`src/design/mshr_pkg.sv`:
```
// Shared widths, types and helpers for the MSHR unit.
// Modules import this package inside their bodies and use scoped
// names in their port lists.

package mshr_pkg;

    // ========================================
    // Widths
    // ========================================
    localparam int ADDR_W   = 32;
    localparam int BLOCK_W  = 64;
    localparam int TAG_W    = 4;
    // Byte offset bits within one 8-byte block
    localparam int OFFSET_W = 3;

    typedef logic [ADDR_W-1:0]  addr_t;
    typedef logic [BLOCK_W-1:0] block_t;
    typedef logic [TAG_W-1:0]   tag_t;

    // ========================================
    // Encodings
    // ========================================
    typedef enum logic {
        CMD_LOAD,
        CMD_STORE
    } cmd_e;

    typedef enum logic [1:0] {
        SIZE_BYTE,
        SIZE_HALF,
        SIZE_WORD,
        SIZE_DOUBLE
    } size_e;

    typedef enum logic [2:0] {
        ST_IDLE,
        ST_WAIT_DEP,
        ST_RD_MEM,
        ST_WAIT_MEM,
        ST_FILL
    } entry_state_e;

    // ========================================
    // Bundles
    // ========================================
    // Store data is right-aligned in the block
    typedef struct packed {
        cmd_e   cmd;
        addr_t  addr;
        size_e  size;
        block_t data;
    } miss_req_t;

    typedef struct packed {
        logic      fire;
        miss_req_t req;
        logic      dep;
        tag_t      dep_idx;
    } dispatch_t;

    typedef struct packed {
        logic  busy;
        logic  linked;
        addr_t blk_addr;
    } entry_status_t;

    typedef struct packed {
        addr_t addr;
        tag_t  tag;
    } mem_req_t;

    typedef struct packed {
        tag_t   tag;
        block_t data;
    } mem_rsp_t;

    typedef struct packed {
        cmd_e   cmd;
        addr_t  addr;
        block_t data;
        tag_t   idx;
    } fill_t;

    // Clear the byte offset to get the block-aligned address
    function automatic addr_t block_base(input addr_t addr);
        return {addr[ADDR_W-1:OFFSET_W], {OFFSET_W{1'b0}}};
    endfunction

    // Write store data into a block at its byte offset, aligned sizes only
    function automatic block_t merge_store(input block_t base, input block_t data,
                                           input addr_t addr, input size_e size);
        block_t     mask;
        logic [5:0] shamt;
        shamt = {addr[OFFSET_W-1:0], 3'b000};
        case (size)
            SIZE_BYTE: mask = block_t'(64'h0000_0000_0000_00ff);
            SIZE_HALF: mask = block_t'(64'h0000_0000_0000_ffff);
            SIZE_WORD: mask = block_t'(64'h0000_0000_ffff_ffff);
            default:   mask = '1;
        endcase
        mask = mask << shamt;
        return (base & ~mask) | ((data << shamt) & mask);
    endfunction

endpackage

```
`src/design/mshr_alloc.sv`:
```
// Request allocator for the MSHR unit.
// Picks the lowest idle entry for each incoming miss and looks up an
// open miss to the same block that the new entry should link behind.

`timescale 1ns/1ps

module mshr_alloc #(
    parameter int NUM_ENTRIES = 4
) (
    input  logic                                    req_valid_i,
    input  mshr_pkg::miss_req_t                     req_i,
    input  mshr_pkg::entry_status_t [NUM_ENTRIES-1:0] status_i,
    output logic                                    req_ready_o,
    output mshr_pkg::dispatch_t                     dispatch_o,
    output logic [NUM_ENTRIES-1:0]                  alloc_sel_o
);
    import mshr_pkg::*;

    localparam int IDX_W = $clog2(NUM_ENTRIES);

    logic             free_found;
    logic [IDX_W-1:0] free_idx;
    logic             dep_found;
    tag_t             dep_idx;
    addr_t            req_blk;
    logic             fire;

    assign req_blk = block_base(req_i.addr);

    // ========================================
    // Lowest idle entry
    // ========================================
    always_comb begin
        free_found = 1'b0;
        free_idx   = '0;
        for (int i = 0; i < NUM_ENTRIES; i++) begin
            if (!status_i[i].busy && !free_found) begin
                free_found = 1'b1;
                free_idx   = IDX_W'(i);
            end
        end
    end

    // ========================================
    // Same-block lookup
    // ========================================
    // Only the youngest open miss of a chain is unlinked, so at most one hits
    always_comb begin
        dep_found = 1'b0;
        dep_idx   = '0;
        for (int i = 0; i < NUM_ENTRIES; i++) begin
            if (status_i[i].busy && !status_i[i].linked
                && (status_i[i].blk_addr == req_blk)) begin
                dep_found = 1'b1;
                dep_idx   = tag_t'(i);
            end
        end
    end

    assign req_ready_o = free_found;
    assign fire        = req_valid_i && free_found;

    always_comb begin
        dispatch_o.fire    = fire;
        dispatch_o.req     = req_i;
        dispatch_o.dep     = dep_found;
        dispatch_o.dep_idx = dep_idx;
    end

    // One-hot select, high only on a transfer
    always_comb begin
        alloc_sel_o = '0;
        if (fire) begin
            alloc_sel_o[free_idx] = 1'b1;
        end
    end

endmodule

```
`src/design/mshr_entry.sv`:
```
// One MSHR entry: holds a single outstanding miss until its fill is taken.
// The block comes either from memory or from the completion of the older
// entry it is linked behind; store data is merged in before the fill.

`timescale 1ns/1ps

module mshr_entry #(
    parameter int NUM_ENTRIES = 4,
    parameter int ENTRY_IDX   = 0
) (
    input  logic                                clk_i,
    input  logic                                rst_i,
    // From the allocator
    input  mshr_pkg::dispatch_t                 dispatch_i,
    input  logic                                alloc_sel_i,
    // Completion bus from all entries
    input  logic [NUM_ENTRIES-1:0]              cp_flag_i,
    input  mshr_pkg::block_t [NUM_ENTRIES-1:0]  cp_block_i,
    // Memory side
    input  logic                                mem_gnt_i,
    input  logic                                mem_rsp_valid_i,
    input  mshr_pkg::mem_rsp_t                  mem_rsp_i,
    input  logic                                fill_gnt_i,
    // Status and completion of this entry
    output mshr_pkg::entry_status_t             status_o,
    output logic                                cp_flag_o,
    output mshr_pkg::block_t                    cp_block_o,
    // Requests towards the drain
    output logic                                mem_req_valid_o,
    output mshr_pkg::mem_req_t                  mem_req_o,
    output logic                                fill_valid_o,
    output mshr_pkg::fill_t                     fill_o
);
    import mshr_pkg::*;

    localparam int   IDX_W  = $clog2(NUM_ENTRIES);
    localparam tag_t MY_TAG = tag_t'(ENTRY_IDX);

    // ========================================
    // Entry storage
    // ========================================
    entry_state_e     state_q;
    logic             linked_q;
    miss_req_t        req_q;
    block_t           blk_q;
    logic [IDX_W-1:0] link_idx_q;

    logic   dep_done;
    logic   rsp_hit;
    logic   linking;
    logic   fill_done;
    block_t base_blk;
    block_t merged_blk;

    // Predecessor finished, or memory returned our tag
    assign dep_done  = (state_q == ST_WAIT_DEP) && cp_flag_i[link_idx_q];
    assign rsp_hit   = (state_q == ST_WAIT_MEM) && mem_rsp_valid_i
                       && (mem_rsp_i.tag == MY_TAG);
    assign fill_done = (state_q == ST_FILL) && fill_gnt_i;

    // A younger miss to our block links behind us
    assign linking = dispatch_i.fire && dispatch_i.dep && (dispatch_i.dep_idx == MY_TAG);

    assign base_blk   = (state_q == ST_WAIT_DEP) ? cp_block_i[link_idx_q] : mem_rsp_i.data;
    assign merged_blk = (req_q.cmd == CMD_STORE)
                        ? merge_store(base_blk, req_q.data, req_q.addr, req_q.size)
                        : base_blk;

    // ========================================
    // FSM
    // ========================================
    always_ff @(posedge clk_i) begin
        if (rst_i) begin
            state_q   <= ST_IDLE;
            linked_q  <= 1'b0;
            cp_flag_o <= 1'b0;
        end else begin
            cp_flag_o <= 1'b0;
            case (state_q)
                ST_IDLE: begin
                    if (alloc_sel_i) begin
                        state_q <= dispatch_i.dep ? ST_WAIT_DEP : ST_RD_MEM;
                    end
                end
                ST_WAIT_DEP: begin
                    if (dep_done) begin
                        state_q <= ST_FILL;
                    end
                end
                ST_RD_MEM: begin
                    if (mem_gnt_i) begin
                        state_q <= ST_WAIT_MEM;
                    end
                end
                ST_WAIT_MEM: begin
                    if (rsp_hit) begin
                        state_q <= ST_FILL;
                    end
                end
                ST_FILL: begin
                    if (fill_gnt_i) begin
                        state_q   <= ST_IDLE;
                        cp_flag_o <= 1'b1;
                    end
                end
                default: state_q <= ST_IDLE;
            endcase

            // Going idle wins over a link in the same cycle
            if (fill_done) begin
                linked_q <= 1'b0;
            end else if (linking) begin
                linked_q <= 1'b1;
            end
        end
    end

    // Payload registers
    always_ff @(posedge clk_i) begin
        if ((state_q == ST_IDLE) && alloc_sel_i) begin
            req_q      <= dispatch_i.req;
            link_idx_q <= dispatch_i.dep_idx[IDX_W-1:0];
        end
        if (dep_done || rsp_hit) begin
            blk_q <= merged_blk;
        end
        if (fill_done) begin
            cp_block_o <= blk_q;
        end
    end

    // ========================================
    // Outputs
    // ========================================
    always_comb begin
        status_o.busy     = (state_q != ST_IDLE);
        status_o.linked   = linked_q;
        status_o.blk_addr = block_base(req_q.addr);
    end

    assign mem_req_valid_o = (state_q == ST_RD_MEM);

    always_comb begin
        mem_req_o.addr = block_base(req_q.addr);
        mem_req_o.tag  = MY_TAG;
    end

    assign fill_valid_o = (state_q == ST_FILL);

    always_comb begin
        fill_o.cmd  = req_q.cmd;
        fill_o.addr = req_q.addr;
        fill_o.data = blk_q;
        fill_o.idx  = MY_TAG;
    end

endmodule

```
`src/design/mshr_drain.sv`:
```
// Drains the entries onto the memory request port and the fill port.
// Each port has its own round-robin pointer; a stalled winner is locked
// so valid and payload stay put until the port accepts.

`timescale 1ns/1ps

module mshr_drain #(
    parameter int NUM_ENTRIES = 4
) (
    input  logic                                    clk_i,
    input  logic                                    rst_i,
    // Per-entry requests
    input  logic [NUM_ENTRIES-1:0]                  ent_mem_req_valid_i,
    input  mshr_pkg::mem_req_t [NUM_ENTRIES-1:0]    ent_mem_req_i,
    input  logic [NUM_ENTRIES-1:0]                  ent_fill_valid_i,
    input  mshr_pkg::fill_t [NUM_ENTRIES-1:0]       ent_fill_i,
    // Port back-pressure
    input  logic                                    mem_req_ready_i,
    input  logic                                    fill_ready_i,
    // Grants back to the entries
    output logic [NUM_ENTRIES-1:0]                  mem_gnt_o,
    output logic [NUM_ENTRIES-1:0]                  fill_gnt_o,
    // Top-level ports
    output logic                                    mem_req_valid_o,
    output mshr_pkg::mem_req_t                      mem_req_o,
    output logic                                    fill_valid_o,
    output mshr_pkg::fill_t                         fill_o
);
    import mshr_pkg::*;

    localparam int IDX_W = $clog2(NUM_ENTRIES);

    // Port 0 is the memory request port, port 1 the fill port
    logic [NUM_ENTRIES-1:0] req_vec    [2];
    logic                   port_ready [2];
    logic [IDX_W-1:0]       sel        [2];
    logic                   port_fire  [2];
    logic [NUM_ENTRIES-1:0] gnt        [2];

    // First raised request at or after the pointer
    function automatic logic [IDX_W-1:0] rr_pick(input logic [NUM_ENTRIES-1:0] vec,
                                                 input logic [IDX_W-1:0] start);
        logic [IDX_W-1:0] pick;
        logic             found;
        int               idx;
        pick  = start;
        found = 1'b0;
        for (int i = 0; i < NUM_ENTRIES; i++) begin
            idx = (int'(start) + i) % NUM_ENTRIES;
            if (vec[idx] && !found) begin
                pick  = IDX_W'(idx);
                found = 1'b1;
            end
        end
        return pick;
    endfunction

    assign req_vec[0]    = ent_mem_req_valid_i;
    assign req_vec[1]    = ent_fill_valid_i;
    assign port_ready[0] = mem_req_ready_i;
    assign port_ready[1] = fill_ready_i;

    // ========================================
    // Round-robin arbiters
    // ========================================
    for (genvar p = 0; p < 2; p++) begin : g_port
        logic [IDX_W-1:0] ptr_q;
        logic [IDX_W-1:0] lock_idx_q;
        logic             lock_q;

        assign sel[p]       = lock_q ? lock_idx_q : rr_pick(req_vec[p], ptr_q);
        assign port_fire[p] = (|req_vec[p]) && port_ready[p];
        assign gnt[p]       = port_fire[p] ? (NUM_ENTRIES'(1) << sel[p]) : '0;

        always_ff @(posedge clk_i) begin
            if (rst_i) begin
                ptr_q      <= '0;
                lock_q     <= 1'b0;
                lock_idx_q <= '0;
            end else begin
                // Hold the winner while the port stalls
                lock_q     <= (|req_vec[p]) && !port_ready[p];
                lock_idx_q <= sel[p];
                if (port_fire[p]) begin
                    ptr_q <= (sel[p] == IDX_W'(NUM_ENTRIES - 1)) ? '0 : sel[p] + 1'b1;
                end
            end
        end
    end

    assign mem_gnt_o  = gnt[0];
    assign fill_gnt_o = gnt[1];

    assign mem_req_valid_o = |ent_mem_req_valid_i;
    assign mem_req_o       = ent_mem_req_i[sel[0]];
    assign fill_valid_o    = |ent_fill_valid_i;
    assign fill_o          = ent_fill_i[sel[1]];

endmodule

```
`src/design/mshr_unit.sv`:
```
// Top level of the MSHR unit for a write-allocate data cache.
// Misses enter on the request port, block reads leave on the memory
// port, and completed blocks leave on the fill port.

`timescale 1ns/1ps

module mshr_unit #(
    parameter int NUM_ENTRIES = 4
) (
    input  logic                clk_i,
    input  logic                rst_i,
    // Miss requests
    input  logic                req_valid_i,
    output logic                req_ready_o,
    input  mshr_pkg::miss_req_t req_i,
    // Block reads to memory
    output logic                mem_req_valid_o,
    input  logic                mem_req_ready_i,
    output mshr_pkg::mem_req_t  mem_req_o,
    // Tagged memory responses
    input  logic                mem_rsp_valid_i,
    input  mshr_pkg::mem_rsp_t  mem_rsp_i,
    // Completed misses
    output logic                fill_valid_o,
    input  logic                fill_ready_i,
    output mshr_pkg::fill_t     fill_o
);
    import mshr_pkg::*;

    // ========================================
    // Internal wiring
    // ========================================
    entry_status_t [NUM_ENTRIES-1:0] status;
    dispatch_t                       dispatch;
    logic [NUM_ENTRIES-1:0]          alloc_sel;
    logic [NUM_ENTRIES-1:0]          cp_flag;
    block_t [NUM_ENTRIES-1:0]        cp_block;
    logic [NUM_ENTRIES-1:0]          ent_mem_req_valid;
    mem_req_t [NUM_ENTRIES-1:0]      ent_mem_req;
    logic [NUM_ENTRIES-1:0]          mem_gnt;
    logic [NUM_ENTRIES-1:0]          ent_fill_valid;
    fill_t [NUM_ENTRIES-1:0]         ent_fill;
    logic [NUM_ENTRIES-1:0]          fill_gnt;

    mshr_alloc #(.NUM_ENTRIES(NUM_ENTRIES)) u_alloc (
        .req_valid_i (req_valid_i),
        .req_i       (req_i),
        .status_i    (status),
        .req_ready_o (req_ready_o),
        .dispatch_o  (dispatch),
        .alloc_sel_o (alloc_sel)
    );

    for (genvar g = 0; g < NUM_ENTRIES; g++) begin : g_entry
        mshr_entry #(
            .NUM_ENTRIES (NUM_ENTRIES),
            .ENTRY_IDX   (g)
        ) u_entry (
            .clk_i           (clk_i),
            .rst_i           (rst_i),
            .dispatch_i      (dispatch),
            .alloc_sel_i     (alloc_sel[g]),
            .cp_flag_i       (cp_flag),
            .cp_block_i      (cp_block),
            .mem_gnt_i       (mem_gnt[g]),
            .mem_rsp_valid_i (mem_rsp_valid_i),
            .mem_rsp_i       (mem_rsp_i),
            .fill_gnt_i      (fill_gnt[g]),
            .status_o        (status[g]),
            .cp_flag_o       (cp_flag[g]),
            .cp_block_o      (cp_block[g]),
            .mem_req_valid_o (ent_mem_req_valid[g]),
            .mem_req_o       (ent_mem_req[g]),
            .fill_valid_o    (ent_fill_valid[g]),
            .fill_o          (ent_fill[g])
        );
    end

    mshr_drain #(.NUM_ENTRIES(NUM_ENTRIES)) u_drain (
        .clk_i               (clk_i),
        .rst_i               (rst_i),
        .ent_mem_req_valid_i (ent_mem_req_valid),
        .ent_mem_req_i       (ent_mem_req),
        .ent_fill_valid_i    (ent_fill_valid),
        .ent_fill_i          (ent_fill),
        .mem_req_ready_i     (mem_req_ready_i),
        .fill_ready_i        (fill_ready_i),
        .mem_gnt_o           (mem_gnt),
        .fill_gnt_o          (fill_gnt),
        .mem_req_valid_o     (mem_req_valid_o),
        .mem_req_o           (mem_req_o),
        .fill_valid_o        (fill_valid_o),
        .fill_o              (fill_o)
    );

endmodule

```
`config.mk`:
```
export PLATFORM = sky130hd
export DESIGN_NAME = mshr_unit
export DESIGN_NICKNAME = d
export VERILOG_FILES = /design/src/design/mshr_pkg.sv /design/src/design/mshr_alloc.sv /design/src/design/mshr_entry.sv /design/src/design/mshr_drain.sv /design/src/design/mshr_unit.sv
export SDC_FILE = /design/constraint.sdc
export NUM_CORES = 2
export LEC_CHECK = 0
export BUFFER_PORTS_ARGS = -buffer_cell sky130_fd_sc_hd__buf_2
export CAP_MARGIN = 25
export CORE_ASPECT_RATIO = 0.6
export CORE_MARGIN = 2
export CORE_UTILIZATION = 40
export DETAILED_ROUTE_END_ITERATION = 12
export PLACE_DENSITY = 0.63
export SETUP_SLACK_MARGIN = 0.05
export SLEW_MARGIN = 5
export SYNTH_ARGS = -nofsm -noshare
export SYNTH_HDL_FRONTEND = slang
export SYNTH_HIERARCHICAL = 1
export SYNTH_SLANG_ARGS = --single-unit
```
`constraint.sdc`:
```
create_clock -name clk_i -period 8 [get_ports clk_i]
set_input_delay 1.2 -clock clk_i [delete_from_list [all_inputs] [get_ports clk_i]]
set_output_delay 1.2 -clock clk_i [all_outputs]
set_load 0.03 [all_outputs]
```
# Word level (Yosys, flattened, before mapping)

Index checks and enable logic that the tools add are counted.
Widths: inputs -> output; s select.

Shift-type cells: 10
Muxes and demuxes: 118
Bitwise logic cells: 26
Reductions and logical operators: 103
Eq/ne operators: 56
Add/subtract/negate cells: 8
Order comparisons: 16

Operators by type and width:

| operator           | count |
|---|---|
| $mux 64            | 12 |
| $pmux 64 s3        | 4 |
| $and 64x64->64     | 8 |
| $bmux 64 s2        | 4 |
| $shl 64x6->64      | 8 |
| $not 64->64        | 4 |
| $or 64x64->64      | 4 |
| $bmux 101 s2       | 1 |
| $eq 29x29->1       | 4 |
| $mux 101           | 1 |
| $bmux 36 s2        | 1 |
| $mux 3             | 20 |
| $pmux 3 s5         | 4 |
| $logic_and 1x1->1  | 48 |
| $mux 1             | 39 |
| $mux 36            | 1 |
| $mux 2             | 15 |
| $reduce_or 2->1    | 14 |
| $lt 2x3->1 const B | 9 |
| $bmux 1 s2         | 12 |
| $eq 3x2->1 const B | 8 |
| $lt 3x4->1 const B | 6 |
| $ne 2x2->1 const B | 12 |
| $reduce_and 5->1   | 4 |
| other kinds (22)   | 94 |

Input port bits: 173
Output and inout port bits: 140
Word-level logic and storage cells: 383
Bits in registers: 946

# Logic depth before layout (Yosys ltp)

Depth after elaboration: 19
Gate-level depth with buffers: 16
Depth with buffers taken out: 13

# Hierarchy

Netlist, hierarchy kept.

Modules (own cells, without submodules):

| module                               | cells each | area each (µm²) | times used |
|---|---|---|---|
| mshr_entry at g_entry[1].u_entry ... | 832        | 12,899.9        | 2 |
| mshr_entry at g_entry[0].u_entry     | 947        | 12,862.3        | 1 |
| mshr_entry at g_entry[3].u_entry     | 947        | 12,791.0        | 1 |
| mshr_drain                           | 254        | 3,957.5         | 1 |
| mshr_alloc                           | 290        | 2,297.2         | 1 |

# Worst setup path after synthesis

OpenSTA, ideal clock, no wires.

Path type: in2reg
Start point: in mem_rsp_i[64] (netlist bit)
End point: reg g_entry[1].u_entry.blk_q[0] (enable)
Arrival time: 5.923 ns
Setup slack: 1.512 ns
Stages on the path: 4
Required time: 7.435 ns
Cells stage by stage: nor2b_1 and4_1 a21oi_1 nor3_1

Word-level cells in the longest chain between the ends: 3

RTL lines:

| element              | RTL line          | RTL |
|---|---|---|
| from (decl)          | mshr_unit.sv:22   | `input mshr_pkg::mem_rsp_t mem_rsp_i,` |
| $eq 4x1->1           | mshr_entry.sv:58  | `&& (mem_rsp_i.tag == MY_TAG);` |
| $logic_and 1x1->1    | mshr_entry.sv:58  |  |
| $logic_or 1x1->1     | mshr_entry.sv:124 | `if (dep_done \|\| rsp_hit) begin` |
| to (signal assigned) | mshr_entry.sv:125 | `blk_q <= merged_blk;` |
| to (decl)            | mshr_entry.sv:45  | `block_t blk_q;` |

No other way between the ends.
A chain may end at the register's enable or synchronous reset.

==> flow_metrics.py <==
metrics = {
    "timing": {
        "finalMaxSlewViolations": 0,
        "relSlewSlack_pct": 16.8,
        "setup_viol": 0,
        "min_period_ns": 6.01,
        "grt_setup_unrepaired": "no",
        "hold_viol": 0,
        "tightest_slew_ns": 1.23,
        "fin_crit_sh_pct": 75.1,
        "fin_ws_ns": 1.99,
        "finClkSkew_ns": 0.0296,
        "tns_ns": 0,
        "fmax_mhz": 166,
    },
    "die": {
        "start_util_pct": 40.5,
        "die_h_um": 298,
        "num_rows": 107,
        "ios": 313,
        "coreArea_mm2": 0.143,
        "dieArea_mm2": 0.147,
        "fp.dieW_um": 494,
    },
    "power_and_ir_drop": {
        "power_frac_clock_pct": 34.4,
        "switching_share_pct": 31.2,
        "power_w": 0.0135,
        "intPower_w": 0.00929,
        "p_sw_w": 0.00422,
        "vdd_drop_max_uv": 168,
        "p_per_area_mw_per_mm2": 224,
        "pwr-share-seq_pct": 44.0,
        "power_frac_comb_pct": 21.6,
        "power.leakage_nw": 20.3,
    },
    "placement": {
        "io_buffers": 305,
        "dp_hpwl_um": 159000,
        "pre_cts_ws_ns": 2.57,
        "gp_congestion": 1.02,
    },
    "logic_synthesis": {
        "ys_async_sr_fraction_pct": 0,
        "synth_edf_count": 916,
        "synthesis.instances": 4102,
        "synth-main-ff-cell": "edfxtp_1",
        "ys_ff_latch": 946,
        "yosysWarnings": 6,
        "avgSynthCellArea_um2": 14.1,
        "synth.top_cell.area_share_pct": 47.7,
        "syn_area_mm2": 0.0577,
        "ys_seq_area_share_pct": 48.7,
        "yosys.cell_types.count": 86,
        "synthTopCellsByArea": "edfxtp_1, mux4_2, mux2i_1",
        "yosysTopAreaCell": "edfxtp_1",
    },
    "drt": {
        "drt-wirelength-per-cell_um": 37.6,
        "drt_wl_total_um": 221000,
        "dr_total_vias": 38600,
        "ant_nets": 0,
        "drt_pass1_iterations": 6,
        "first_iter_violations": 6481,
        "remaining_drc_errors": 0,
        "post_drt_via_cell_ratio": 6.56,
    },
    "setup_path": {
        "required_ns": 6.80,
        "r2r_end": "g_entry[1].u_entry/cp_block_o[0]",
        "r2r_cells": 9,
        "crit_type": "flop to output pin",
        "worstSetupStartpointType": "flop",
        "endpoint": "fill_o[68]",
        "timing.rr.start": "g_entry[3].u_entry/state_q[2]",
        "cp_max_fo": 40,
        "rrSetupSlack_ns": 2.63,
        "endpoint_kind": "output pin",
        "crit_start": "g_entry[3].u_entry/state_q[2]",
        "cp_data_arrival_time_ns": 4.81,
    },
    "global_routing": {
        "grt_util_all_layers_pct": 29.3,
        "grt_max_degree": 88,
        "grt_antenna_before_repair": 63,
        "grt_pass1_wl_um": 299000,
        "grt_pass1_vias": 34900,
        "overflow": 0,
    },
    "layout": {
        "seqCellArea_mm2": 0.0281,
        "drive_above_1_share_pct": 27.8,
        "multi_input_area_mm2": 0.0240,
        "finalNetCount": 4043,
        "layout_common_cells": "edfxtp_1, mux2i_1, mux4_2, buf_2, nand2_1",
        "mostFrequentLayoutCell": "edfxtp_1",
        "fillers": 12800,
        "areaGrowthSynthToFinish_pct": 4.75,
    },
    "clocking": {
        "cts.sinks": 946,
        "cts_resized": 0,
        "ctsHoldBuffers": 0,
        "cts_tree": "done",
        "cts_setup_buffers": 0,
        "cts_buffers": 97,
        "cts_max_level": 3,
        "root_buffer": "clkbuf_16",
        "cts.path.max_buffers": 3,
        "clkTransAtPathRegs_ns": 0.06,
        "clk_latency_ns": 0.73,
    },
    "job": {
        "maxCapViolCount": 0,
    },
    "outcome": {
        "status": "finished, final reports clean",
    },
    "min_path": {
        "holdCritPathClass": "flop to flop",
    },
}
==> cell usage after synthesis (17+ instances only) <==
cell	number
inv_1	26
a2bb2oi_1	17
nand2_1	245
a21oi_1	127
a22oi_1	83
mux2_2	33
a31oi_1	51
nor2_1	68
nand2b_1	35
a211oi_1	37
buf_2	109
buf_6	37
o22ai_1	22
mux2i_1	537
o21ai_0	85
o21a_1	27
buf_4	596
nor3_1	26
nand4_1	28
o21ai_1	24
a211o_1	18
dfxtp_1	30
o2bb2ai_1	34
a21o_1	18
mux4_2	421
nor2b_1	67
xnor2_1	81
buf_1	18
clkbuf_1	44
xor2_1	32
edfxtp_1	916
==> critical path, stage by stage, from the launching register on <==
cell     delay [ns]
dfxtp_1        0.53
nor3b_1        0.68
inv_1          0.07
o21ai_0        0.24
a41o_4         0.88
buf_4          0.74
mux4_2         0.65
buf_2          0.21
==> how the worst min path moves through the flow <==
| stage | start | to | slack (ns) | cells after the start |
|---|---|---|---|---|
| final | g_entry[0].u_entry/blk_q[35] | g_entry[0].u_entry/cp_block_o[35] | 0.44 | 0 |
| after global routing | g_entry[1].u_entry/blk_q[3] | g_entry[1].u_entry/cp_block_o[3] | 0.45 | 0 |
| after CTS | g_entry[0].u_entry/blk_q[54] | g_entry[0].u_entry/cp_block_o[54] | 0.44 | 0 |
| after detailed placement | g_entry[3].u_entry/blk_q[18] | g_entry[3].u_entry/cp_block_o[18] | 0.43 | 0 |
| after global placement | g_entry[0].u_entry/blk_q[5] | g_entry[0].u_entry/cp_block_o[5] | 0.42 | 0 |
| after floorplan | g_entry[0].u_entry/blk_q[0] | g_entry[0].u_entry/cp_block_o[0] | 0.42 | 0 |
==> metrics by stage <==
stage	hold slack (ns)	std cells	utilization (%)	cell area (µm²)
6_report	0.444	5880	42.4	60400
5_1_grt	0.453	5866	42.4	60400
4_1_cts	0.438	5836	42.2	60200
3_5_place_dp	0.431	5657	40.0	57000
3_3_place_gp	0.424	5650	40.0	57000
2_1_floorplan	0.421	4152	-	57900
==> cell type report <==
cell class	count	area share (%)
Multi-Input combinational cell	2362	39.7
Timing Repair Buffer	433	4.31
Sequential cell	946	46.5
Inverter	29	0.182
Antenna cell	24	0.0994
Clock buffer	122	4.32
Tap cell	1907	3.95
Clock inverter	57	0.905
==> metal layers <==
layer / part of all wire [%] / vias to the layer above / track usage, % / routed length (µm)
met1: 39 / 19800 / 41.3 / 86000
met2: 40 / 3207 / 38.8 / 88900
met5: 0.14 / - / 0 / 303
met3: 18 / 387 / 15.8 / 40100
met4: 2.7 / 52 / 7.27 / 5930
li1: - / 15100 / - / -
==> cells by family (layout without fill, tap and decap cells) <==
| kind of cell | after synthesis | count (layout) | share of synthesized area (%) |
|---|---|---|---|
| xor gates and xnor gates | 116 | 116 | 1.82 |
| DFF | 946 | 946 | 48.7 |
| other | 8 | 82 | 0.0520 |
| and+or+nand+nor | 566 | 566 | 4.95 |
| muxes | 999 | 999 | 26.8 |
| buffers and inverters | 844 | 641 | 10.3 |
| AOI/OAI and AO/OA | 622 | 622 | 7.43 |
| adders and majority gates | 1 | 1 | 0.0217 |
==> state kept, by name, summed over array words and instances, names as in the netlist <==
name / count
u_drain/g_port.lock_idx_q: 4
g_entry.u_entry/req_q: 264
g_entry.u_entry/cp_flag_o: 4
u_drain/g_port.lock_q: 2
g_entry.u_entry/blk_q: 256
g_entry.u_entry/fill_o: 132
u_drain/g_port.ptr_q: 4
g_entry.u_entry/cp_block_o: 256
g_entry.u_entry/linked_q: 4
g_entry.u_entry/link_idx_q: 8
g_entry.u_entry/state_q: 12
==> power by group through the flow <==
stage                     clock, W  sequential (W)  combinational (W)
after floorplan                  0         0.00592            0.00209
after global placement           0         0.00603            0.00276
after detailed placement         0         0.00604            0.00277
after CTS                  0.00468         0.00593            0.00279
after global routing       0.00486         0.00596            0.00300
final                      0.00466         0.00595            0.00291
No activity file was read; power rests on OpenSTA's default activity.
